File: src/hw/la32_isa_pkg.sv
package la32_isa_pkg;

    localparam int NUM_REGS = 32;

    typedef logic [31:0] word_t;
    typedef logic [4:0]  reg_addr_t;
    typedef logic [29:0] waddr_t;

    localparam word_t RESET_PC = 32'h1c00_0000;

    // add.w, sub.w, and, or, xor
    typedef struct packed {
        logic [5:0] op_hi;
        logic [3:0] op_mid;
        logic [6:0] op_lo;
        reg_addr_t  rk;
        reg_addr_t  rj;
        reg_addr_t  rd;
    } fmt_3r_t;

    // addi.w, ld.w, st.w
    typedef struct packed {
        logic [9:0]  op;
        logic [11:0] si12;
        reg_addr_t   rj;
        reg_addr_t   rd;
    } fmt_2ri12_t;

    // lu12i.w
    typedef struct packed {
        logic [6:0]  op;
        logic [19:0] si20;
        reg_addr_t   rd;
    } fmt_1ri20_t;

    // beq, bne
    typedef struct packed {
        logic [5:0]  op;
        logic [15:0] offs16;
        reg_addr_t   rj;
        reg_addr_t   rd;
    } fmt_2ri16_t;

    // b, offset is split with the high part at the bottom
    typedef struct packed {
        logic [5:0]  op;
        logic [15:0] offs_lo;
        logic [9:0]  offs_hi;
    } fmt_i26_t;

    typedef union packed {
        fmt_3r_t    r3;
        fmt_2ri12_t ri12;
        fmt_1ri20_t ri20;
        fmt_2ri16_t ri16;
        fmt_i26_t   i26;
    } inst_t;

    // major opcodes, bits 31:26
    localparam logic [5:0] OP6_ARITH   = 6'h00;
    localparam logic [5:0] OP6_LU12I_W = 6'h05;
    localparam logic [5:0] OP6_MEM     = 6'h0a;
    localparam logic [5:0] OP6_B       = 6'h14;
    localparam logic [5:0] OP6_BEQ     = 6'h16;
    localparam logic [5:0] OP6_BNE     = 6'h17;

    // bits 25:22 under OP6_ARITH or OP6_MEM
    localparam logic [3:0] OP4_ADDI_W  = 4'ha;
    localparam logic [3:0] OP4_LD_W    = 4'h2;
    localparam logic [3:0] OP4_ST_W    = 4'h6;

    // full 17-bit opcodes of the register forms
    localparam logic [16:0] OP17_ADD_W = 17'h00020;
    localparam logic [16:0] OP17_SUB_W = 17'h00022;
    localparam logic [16:0] OP17_AND   = 17'h00029;
    localparam logic [16:0] OP17_OR    = 17'h0002a;
    localparam logic [16:0] OP17_XOR   = 17'h0002b;

endpackage

File: src/hw/pipe_pkg.sv
package pipe_pkg;

    import la32_isa_pkg::*;

    typedef enum logic [2:0] {
        ALU_ADD,
        ALU_SUB,
        ALU_AND,
        ALU_OR,
        ALU_XOR,
        ALU_LUI
    } alu_op_t;

    typedef enum logic [1:0] {
        BR_NONE,
        BR_BEQ,
        BR_BNE,
        BR_ALWAYS
    } br_kind_t;

    typedef struct packed {
        alu_op_t  alu_op;
        logic     src2_imm;
        logic     mem_we;
        logic     rf_we;
        logic     wb_load;
        br_kind_t br_kind;
    } ctrl_t;

    typedef enum logic [1:0] {
        FWD_RF,
        FWD_EX_MEM,
        FWD_MEM_WB
    } fwd_sel_t;

    typedef struct packed {
        word_t     pc;
        ctrl_t     ctrl;
        reg_addr_t raddr1;
        reg_addr_t raddr2;
        logic      use_r1;
        logic      use_r2;
        word_t     rdata1;
        word_t     rdata2;
        word_t     imm;
        word_t     br_offs;
        reg_addr_t dest;
    } id_ex_t;

    typedef struct packed {
        word_t     pc;
        ctrl_t     ctrl;
        word_t     alu_result;
        word_t     store_data;
        reg_addr_t dest;
    } ex_mem_t;

    typedef struct packed {
        word_t     pc;
        logic      rf_we;
        logic      wb_load;
        word_t     alu_result;
        word_t     load_data;
        reg_addr_t dest;
    } mem_wb_t;

endpackage

File: src/hw/inst_decoder.sv
`timescale 1ns/10ps

module inst_decoder import la32_isa_pkg::*; import pipe_pkg::*; (
    input  inst_t     inst,
    output ctrl_t     ctrl,
    output reg_addr_t raddr1,
    output reg_addr_t raddr2,
    output logic      use_r1,
    output logic      use_r2,
    output reg_addr_t dest,
    output word_t     imm,
    output word_t     br_offs
);

    logic [16:0] op17;
    logic        is_3r;
    logic        is_b;
    logic        rd_is_src;

    assign op17 = {inst.r3.op_hi, inst.r3.op_mid, inst.r3.op_lo};

    always_comb begin
        ctrl      = '0;
        use_r1    = 1'b0;
        use_r2    = 1'b0;
        rd_is_src = 1'b0;
        is_b      = 1'b0;
        is_3r     = 1'b1;
        case (op17)
            OP17_ADD_W: ctrl.alu_op = ALU_ADD;
            OP17_SUB_W: ctrl.alu_op = ALU_SUB;
            OP17_AND:   ctrl.alu_op = ALU_AND;
            OP17_OR:    ctrl.alu_op = ALU_OR;
            OP17_XOR:   ctrl.alu_op = ALU_XOR;
            default:    is_3r = 1'b0;
        endcase
        if (is_3r) begin
            ctrl.rf_we = 1'b1;
            use_r1     = 1'b1;
            use_r2     = 1'b1;
        end else if (inst.ri12.op == {OP6_ARITH, OP4_ADDI_W}) begin
            ctrl.src2_imm = 1'b1;
            ctrl.rf_we    = 1'b1;
            use_r1        = 1'b1;
        end else if (inst.ri12.op == {OP6_MEM, OP4_LD_W}) begin
            ctrl.src2_imm = 1'b1;
            ctrl.rf_we    = 1'b1;
            ctrl.wb_load  = 1'b1;
            use_r1        = 1'b1;
        end else if (inst.ri12.op == {OP6_MEM, OP4_ST_W}) begin
            ctrl.src2_imm = 1'b1;
            ctrl.mem_we   = 1'b1;
            use_r1        = 1'b1;
            use_r2        = 1'b1;
            rd_is_src     = 1'b1;
        end else if (inst.ri20.op == {OP6_LU12I_W, 1'b0}) begin
            ctrl.alu_op   = ALU_LUI;
            ctrl.src2_imm = 1'b1;
            ctrl.rf_we    = 1'b1;
        end else if (inst.ri16.op == OP6_BEQ || inst.ri16.op == OP6_BNE) begin
            ctrl.br_kind = (inst.ri16.op == OP6_BEQ) ? BR_BEQ : BR_BNE;
            use_r1       = 1'b1;
            use_r2       = 1'b1;
            rd_is_src    = 1'b1;
        end else if (inst.i26.op == OP6_B) begin
            ctrl.br_kind = BR_ALWAYS;
            is_b         = 1'b1;
        end
    end

    assign raddr1 = inst.r3.rj;
    // stores and branches read rd as their second source
    assign raddr2 = rd_is_src ? inst.r3.rd : inst.r3.rk;
    assign dest   = inst.r3.rd;

    assign imm = (ctrl.alu_op == ALU_LUI) ? {inst.ri20.si20, 12'b0}
                                          : {{20{inst.ri12.si12[11]}}, inst.ri12.si12};

    assign br_offs = is_b ? {{4{inst.i26.offs_hi[9]}}, inst.i26.offs_hi, inst.i26.offs_lo, 2'b00}
                          : {{14{inst.ri16.offs16[15]}}, inst.ri16.offs16, 2'b00};

endmodule

File: src/hw/regfile.sv
`timescale 1ns/10ps

module regfile import la32_isa_pkg::*; (
    input  logic      clk,
    input  logic      rstn,
    input  reg_addr_t raddr1,
    input  reg_addr_t raddr2,
    input  logic      we,
    input  reg_addr_t waddr,
    input  word_t     wdata,
    output word_t     rdata1,
    output word_t     rdata2
);

    word_t regs [NUM_REGS];
    logic  wr_live;

    assign wr_live = we && (waddr != '0);

    always_ff @(posedge clk) begin
        if (!rstn) begin
            for (int i = 0; i < NUM_REGS; i++) begin
                regs[i] <= '0;
            end
        end else if (wr_live) begin
            regs[waddr] <= wdata;
        end
    end

    // write-through so decode sees the value being written back
    assign rdata1 = (wr_live && waddr == raddr1) ? wdata : regs[raddr1];
    assign rdata2 = (wr_live && waddr == raddr2) ? wdata : regs[raddr2];

endmodule

File: src/hw/hazard_unit.sv
`timescale 1ns/10ps

module hazard_unit import la32_isa_pkg::*; import pipe_pkg::*; (
    input  id_ex_t   id_ex,
    input  ex_mem_t  ex_mem,
    input  mem_wb_t  mem_wb,
    input  logic     branch_taken,
    output fwd_sel_t fwd1_sel,
    output fwd_sel_t fwd2_sel,
    output logic     stall,
    output logic     flush
);

    logic ex_writes;
    logic wb_writes;
    logic ex_hit1;
    logic ex_hit2;
    logic wb_hit1;
    logic wb_hit2;
    logic load_use;

    // r0 results are never forwarded
    assign ex_writes = ex_mem.ctrl.rf_we && (ex_mem.dest != '0);
    assign wb_writes = mem_wb.rf_we && (mem_wb.dest != '0);

    assign ex_hit1 = id_ex.use_r1 && ex_writes && (ex_mem.dest == id_ex.raddr1);
    assign ex_hit2 = id_ex.use_r2 && ex_writes && (ex_mem.dest == id_ex.raddr2);
    assign wb_hit1 = id_ex.use_r1 && wb_writes && (mem_wb.dest == id_ex.raddr1);
    assign wb_hit2 = id_ex.use_r2 && wb_writes && (mem_wb.dest == id_ex.raddr2);

    // load data only exists from MEM/WB onward
    assign load_use = ex_mem.ctrl.wb_load && (ex_hit1 || ex_hit2);

    assign fwd1_sel = (ex_hit1 && !ex_mem.ctrl.wb_load) ? FWD_EX_MEM :
                      wb_hit1                           ? FWD_MEM_WB : FWD_RF;
    assign fwd2_sel = (ex_hit2 && !ex_mem.ctrl.wb_load) ? FWD_EX_MEM :
                      wb_hit2                           ? FWD_MEM_WB : FWD_RF;

    assign stall = load_use;
    // a branch waiting on a load compares stale operands, so it decides next cycle
    assign flush = branch_taken && !load_use;

endmodule

File: src/hw/execute_stage.sv
`timescale 1ns/10ps

module execute_stage import la32_isa_pkg::*; import pipe_pkg::*; (
    input  id_ex_t   id_ex,
    input  fwd_sel_t fwd1_sel,
    input  fwd_sel_t fwd2_sel,
    input  word_t    ex_mem_result,
    input  word_t    wb_value,
    output word_t    alu_result,
    output word_t    store_data,
    output logic     branch_taken,
    output word_t    branch_target
);

    word_t op1;
    word_t op2;
    word_t src2;
    logic  ops_equal;

    function automatic word_t fwd_mux(input fwd_sel_t sel, input word_t rf_val,
                                      input word_t exm_val, input word_t wb_val);
        case (sel)
            FWD_EX_MEM: return exm_val;
            FWD_MEM_WB: return wb_val;
            default:    return rf_val;
        endcase
    endfunction

    assign op1  = fwd_mux(fwd1_sel, id_ex.rdata1, ex_mem_result, wb_value);
    assign op2  = fwd_mux(fwd2_sel, id_ex.rdata2, ex_mem_result, wb_value);
    assign src2 = id_ex.ctrl.src2_imm ? id_ex.imm : op2;

    always_comb begin
        case (id_ex.ctrl.alu_op)
            ALU_SUB: alu_result = op1 - src2;
            ALU_AND: alu_result = op1 & src2;
            ALU_OR:  alu_result = op1 | src2;
            ALU_XOR: alu_result = op1 ^ src2;
            ALU_LUI: alu_result = id_ex.imm;
            default: alu_result = op1 + src2;
        endcase
    end

    assign store_data = op2;

    assign ops_equal     = (op1 == op2);
    assign branch_taken  = (id_ex.ctrl.br_kind == BR_BEQ && ops_equal)
                        || (id_ex.ctrl.br_kind == BR_BNE && !ops_equal)
                        || (id_ex.ctrl.br_kind == BR_ALWAYS);
    assign branch_target = id_ex.pc + id_ex.br_offs;

endmodule

File: src/hw/la32_core.sv
`timescale 1ns/10ps

module la32_core import la32_isa_pkg::*; import pipe_pkg::*; (
    input  logic      clk,
    input  logic      rstn,
    output waddr_t    imem_addr,
    input  word_t     imem_rdata,
    output logic      dmem_we,
    output waddr_t    dmem_addr,
    output word_t     dmem_wdata,
    input  word_t     dmem_rdata,
    output word_t     wb_pc,
    output logic      wb_we,
    output reg_addr_t wb_dest,
    output word_t     wb_data
);

    word_t    pc;
    inst_t    if_id_inst;
    word_t    if_id_pc;
    id_ex_t   id_ex;
    id_ex_t   id_next;
    ex_mem_t  ex_mem;
    mem_wb_t  mem_wb;
    word_t    rf_rdata1;
    word_t    rf_rdata2;
    word_t    alu_result;
    word_t    store_data;
    logic     branch_taken;
    word_t    branch_target;
    fwd_sel_t fwd1_sel;
    fwd_sel_t fwd2_sel;
    logic     stall;
    logic     flush;
    word_t    wb_value;

    assign imem_addr = pc[31:2];

    always_ff @(posedge clk) begin
        if (!rstn) begin
            pc <= RESET_PC;
        end else if (flush) begin
            pc <= branch_target;
        end else if (!stall) begin
            pc <= pc + 32'd4;
        end
    end

    // cleared word decodes as a no-op
    always_ff @(posedge clk) begin
        if (!rstn || flush) begin
            if_id_inst <= '0;
            if_id_pc   <= '0;
        end else if (!stall) begin
            if_id_inst <= imem_rdata;
            if_id_pc   <= pc;
        end
    end

    inst_decoder u_decoder (
        .inst    (if_id_inst),
        .ctrl    (id_next.ctrl),
        .raddr1  (id_next.raddr1),
        .raddr2  (id_next.raddr2),
        .use_r1  (id_next.use_r1),
        .use_r2  (id_next.use_r2),
        .dest    (id_next.dest),
        .imm     (id_next.imm),
        .br_offs (id_next.br_offs)
    );

    regfile u_regfile (
        .clk    (clk),
        .rstn   (rstn),
        .raddr1 (id_next.raddr1),
        .raddr2 (id_next.raddr2),
        .we     (wb_we),
        .waddr  (mem_wb.dest),
        .wdata  (wb_value),
        .rdata1 (rf_rdata1),
        .rdata2 (rf_rdata2)
    );

    assign id_next.pc     = if_id_pc;
    assign id_next.rdata1 = rf_rdata1;
    assign id_next.rdata2 = rf_rdata2;

    // on a load-use stall the consumer waits here
    always_ff @(posedge clk) begin
        if (!rstn || flush) begin
            id_ex <= '0;
        end else if (!stall) begin
            id_ex <= id_next;
        end else begin
            // the MEM/WB producer retires while the consumer waits
            if (fwd1_sel == FWD_MEM_WB) begin
                id_ex.rdata1 <= wb_value;
            end
            if (fwd2_sel == FWD_MEM_WB) begin
                id_ex.rdata2 <= wb_value;
            end
        end
    end

    hazard_unit u_hazard (
        .id_ex        (id_ex),
        .ex_mem       (ex_mem),
        .mem_wb       (mem_wb),
        .branch_taken (branch_taken),
        .fwd1_sel     (fwd1_sel),
        .fwd2_sel     (fwd2_sel),
        .stall        (stall),
        .flush        (flush)
    );

    execute_stage u_execute (
        .id_ex         (id_ex),
        .fwd1_sel      (fwd1_sel),
        .fwd2_sel      (fwd2_sel),
        .ex_mem_result (ex_mem.alu_result),
        .wb_value      (wb_value),
        .alu_result    (alu_result),
        .store_data    (store_data),
        .branch_taken  (branch_taken),
        .branch_target (branch_target)
    );

    // bubble goes in behind the held instruction
    always_ff @(posedge clk) begin
        if (!rstn || stall) begin
            ex_mem <= '0;
        end else begin
            ex_mem.pc         <= id_ex.pc;
            ex_mem.ctrl       <= id_ex.ctrl;
            ex_mem.alu_result <= alu_result;
            ex_mem.store_data <= store_data;
            ex_mem.dest       <= id_ex.dest;
        end
    end

    assign dmem_we    = ex_mem.ctrl.mem_we;
    assign dmem_addr  = ex_mem.alu_result[31:2];
    assign dmem_wdata = ex_mem.store_data;

    always_ff @(posedge clk) begin
        if (!rstn) begin
            mem_wb <= '0;
        end else begin
            mem_wb.pc         <= ex_mem.pc;
            mem_wb.rf_we      <= ex_mem.ctrl.rf_we;
            mem_wb.wb_load    <= ex_mem.ctrl.wb_load;
            mem_wb.alu_result <= ex_mem.alu_result;
            mem_wb.load_data  <= dmem_rdata;
            mem_wb.dest       <= ex_mem.dest;
        end
    end

    assign wb_value = mem_wb.wb_load ? mem_wb.load_data : mem_wb.alu_result;

    // writes to r0 do not count as commits
    assign wb_pc   = mem_wb.pc;
    assign wb_we   = mem_wb.rf_we && (mem_wb.dest != '0);
    assign wb_dest = mem_wb.dest;
    assign wb_data = wb_value;

endmodule

File: config.mk
export PLATFORM = sky130hd
export DESIGN_NAME = la32_core
export DESIGN_NICKNAME = d
export VERILOG_FILES = /design/src/hw/la32_isa_pkg.sv /design/src/hw/pipe_pkg.sv /design/src/hw/inst_decoder.sv /design/src/hw/regfile.sv /design/src/hw/hazard_unit.sv /design/src/hw/execute_stage.sv /design/src/hw/la32_core.sv
export SDC_FILE = /design/constraint.sdc
export NUM_CORES = 2
export LEC_CHECK = 0
export BUFFER_PORTS_ARGS = -buffer_cell sky130_fd_sc_hd__buf_2
export CAP_MARGIN = 5
export CORE_MARGIN = 2
export CORE_UTILIZATION = 25
export DETAILED_ROUTE_END_ITERATION = 10
export GPL_ROUTABILITY_DRIVEN = 1
export GPL_TIMING_DRIVEN = 0
export PLACE_DENSITY = 0.39
export REMOVE_ABC_BUFFERS = 1
export SLEW_MARGIN = 20
export SYNTH_ARGS = -nofsm -noshare
export SYNTH_HDL_FRONTEND = slang
export SYNTH_SLANG_ARGS = --single-unit
File: constraint.sdc
create_clock -name clk -period 11.1 [get_ports clk]
set_input_delay 2.775 -clock clk [delete_from_list [all_inputs] [get_ports clk]]
set_output_delay 2.775 -clock clk [all_outputs]
set_load 0.05 [all_outputs]
==> flow_summary.json <==
{
  "status": "finished clean",
  "min_path_type": "flop to flop",
  "drive_gt1_share_pct": 15.50,
  "grt_max_degree": 119,
  "ff_latch_area_um2": 40530,
  "total_power_mw": 15.03,
  "yosys_warnings": 0,
  "fin_ws_ns": 2.432,
  "finalSetupViolCount": 0,
  "final_cells": 12570,
  "crit_path_max_fanout": 28,
  "first_pass_iters": 6,
  "p_int_mw": 10.62,
  "drtAntennaViolNets": 0,
  "start_util_pct": 25.16,
  "synthFlopType": "edfxtp_1",
  "seq_power_share_pct": 43.2,
  "slew_headroom_pct": 19.11,
  "synthArstFlopShare_pct": 0,
  "vias_per_cell": 5.225,
  "power_frac_comb_pct": 17.0,
  "vdd_ir_drop_max_uv": 149.0,
  "tns_ns": 0,
  "clock-root-buffer": "clkbuf_16",
  "io_buffer_count": 228,
  "swShare_pct": 29.34,
  "ys_seq_elements": 1511,
  "die_h_um": 572.9,
  "placement_rows": 208,
  "remaining_drc_errors": 0,
  "syn_inst": 8272,
  "setup.worst_path.end_class": "flop",
  "dpl_cell_area_um2": 91600,
  "synth_edf_count": 1024,
  "cp.required_ns": 11.84,
  "p_per_area_nw_per_um2": 154.3,
  "clock_power_share_pct": 39.8,
  "grtUsageTotal_pct": 20.14,
  "routed_wl_mm": 342.2,
  "grt_pass1_wl_mm": 483.3,
  "design_area_um2": 97400,
  "min_period_ns": 8.668,
  "crit_type": "flop to flop",
  "leakagePower_nw": 35.50,
  "p_sw_mw": 4.408,
  "crit_path_start_kind": "flop",
  "yosysSeqAreaShare_pct": 50.05,
  "die_w_um": 572.9,
  "final_common_cell": "nand2_1",
  "core_um2": 321700,
  "io_pins": 229,
  "grt_overflow": 0,
  "grt_pass1_vias": 63320,
  "gp_congestion": 0.8352,
  "hold_violations": 0,
  "post_cts_buffers": 0,
  "grt_setup_unrepaired": "false",
  "synth.avg_cell_area_um2": 9.783,
  "worstSkewPairLatency_ns": 0.87,
  "preCtsSetupSlack_ns": 2.546,
  "fin_crit_sh_pct": 78.09,
  "fin_skew_ns": 0.1008,
  "htreeDepth": 4,
  "finalMaxSlewViolations": 0,
  "synth_cell_type_count": 85,
  "cts_resized": 0,
  "num_vias": 65660,
  "wl_per_cell_um": 27.23,
  "cts_inserted_buffers": 184,
  "clk_pin_slew_ns": 0.06,
  "clock_path_buffers": 4,
  "syn_area_um2": 80920,
  "area_delta_synth_final_pct": 20.36,
  "fin_nets": 8320,
  "tightest_slew_ns": 1.206,
  "final_cell_mix": "1493 x nand2_1, 1250 x nor2_1, 1024 x edfxtp_1",
  "cts.hold.buffers_added": 0,
  "crit_arrival_ns": 9.41,
  "whs_ns": 0.4295,
  "dieArea_um2": 328300,
  "fin_util_pct": 30.28,
  "placed_cells": 12250,
  "cap_violations": 0,
  "fmax_ghz": 0.1154,
  "cts_tree": "done",
  "drt_iter0_markers": 6695,
  "clock_sinks": 1511,
  "antenna_found_initial": 13,
  "fillerInstances": 32950,
  "multi_input_area_um2": 37320,
  "dp_hpwl_mm": 228.5
}
==> flip-flops by register name, summed over array words and instances (netlist names), named ones only <==
register,cells
mem_wb,66
dmem_wdata,32
if_id_inst,32
id_ex,179
if_id_pc,32
dmem_addr,30
pc,32
u_regfile.regs,1024
ex_mem,41
wb_pc,32
wb_dest,5
dmem_we,1
==> area by class of cell <==
cell class / count / area share, %
sequential: 1511 / 41.61
multi-input combinational: 5775 / 38.32
timing repair buffer: 509 / 8.052
tap: 4305 / 5.530
clock buffer: 244 / 5.209
clock inverter: 76 / 0.7078
inverter: 145 / 0.5639
antenna: 1 / 0.002569
==> power groups by stage <==
stage / Clock (mW) / Sequential (mW) / Combinational, mW
6_report: 5.98 / 6.49 / 2.55
5_1_grt: 6.31 / 6.52 / 2.71
4_1_cts: 6.12 / 6.49 / 2.55
3_5_place_dp: 0 / 6.61 / 2.54
3_3_place_gp: 0 / 6.69 / 2.49
2_1_floorplan: 0 / 6.64 / 1.40
==> logic make-up (layout without fill, tap and decap cells) <==
kind of cell / count (synthesis) / after routing / synth area share, %
XOR/XNOR: 141 / 141 / 1.526
AO/OA/AOI/OAI: 1281 / 1281 / 10.64
flip-flops: 1511 / 1511 / 50.05
AND/OR/NAND/NOR: 3733 / 3733 / 19.65
other: 1 / 33 / 0.004634
adder cells (fa/ha/maj): 128 / 128 / 1.998
buffers and inverters: 1017 / 974 / 5.461
multiplexers: 460 / 460 / 10.67
==> worst max-delay path: stages, from the launching register on <==
cell and delay, ns:
dfxtp_1 1.03, xor2_1 0.28, or4_2 1.13, o22ai_1 0.24
o311ai_0 0.29, a221oi_1 0.85, nand4_1 0.71, nand2b_1 0.38
nor2_1 0.26, nor2_1 0.09, xnor2_1 0.14, ha_1 0.35
o21a_1 0.13, o21ai_0 0.07, nand2b_1 0.11, nand2_1 0.06
a31oi_1 0.43, a31oi_1 0.21, o31ai_1 0.65, o221ai_1 0.32
o21ai_0 0.51, a211o_1 0.21, nand3_1 0.05
==> synth_stat cells (12+ instances only) <==
library cell | instances | area [µm²]
mux2i_1 | 127 | 1271
dfxtp_1 | 487 | 9749
nor2_1 | 1255 | 4711
nor3_1 | 122 | 610.6
nand3_1 | 306 | 1531
a221o_1 | 21 | 210.2
clkbuf_1 | 629 | 2361
a21oi_1 | 443 | 2217
mux4_2 | 320 | 7207
buf_4 | 134 | 1006
xnor2_1 | 91 | 797.0
xor2_1 | 50 | 437.9
nand2_1 | 1557 | 5844
nand2b_1 | 22 | 137.6
nor4_1 | 19 | 118.9
a311oi_1 | 195 | 1708
a211o_1 | 36 | 315.3
ha_1 | 126 | 1577
edfxtp_1 | 1024 | 30750
o22ai_1 | 25 | 156.4
inv_1 | 143 | 536.8
o311ai_0 | 12 | 105.1
nor2b_1 | 13 | 81.33
o31ai_1 | 34 | 255.2
a21o_1 | 43 | 322.8
and2_1 | 108 | 675.7
buf_1 | 50 | 187.7
o21ai_0 | 115 | 575.6
a211oi_1 | 122 | 915.9
nand4_1 | 49 | 306.5
o221ai_1 | 21 | 183.9
and3_1 | 208 | 1301
a31oi_1 | 94 | 588.1
a221oi_1 | 14 | 122.6
buf_2 | 55 | 275.3
or2_2 | 19 | 118.9
==> worst paths after layout <==
path	start	endpoint	slack [ns]	cells past startpoint
max	wb_dest[4]	dmem_addr[28]	2.43	22
min	ex_mem[105]	wb_pc[27]	0.43	1
max reg2reg	wb_dest[4]	dmem_addr[28]	2.43	22
min reg2reg	ex_mem[105]	wb_pc[27]	0.43	1
==> metal layers <==
metal  track usage [%]  vias up  wire length [µm]
li1                  -    29150                 -
met1             26.96    33270            146300
met2             33.45     2667            161900
met3             2.779      562             22720
met4             6.374        2             11210
met5                 0        -                 7
No activity file was read; power rests on OpenSTA's default activity.
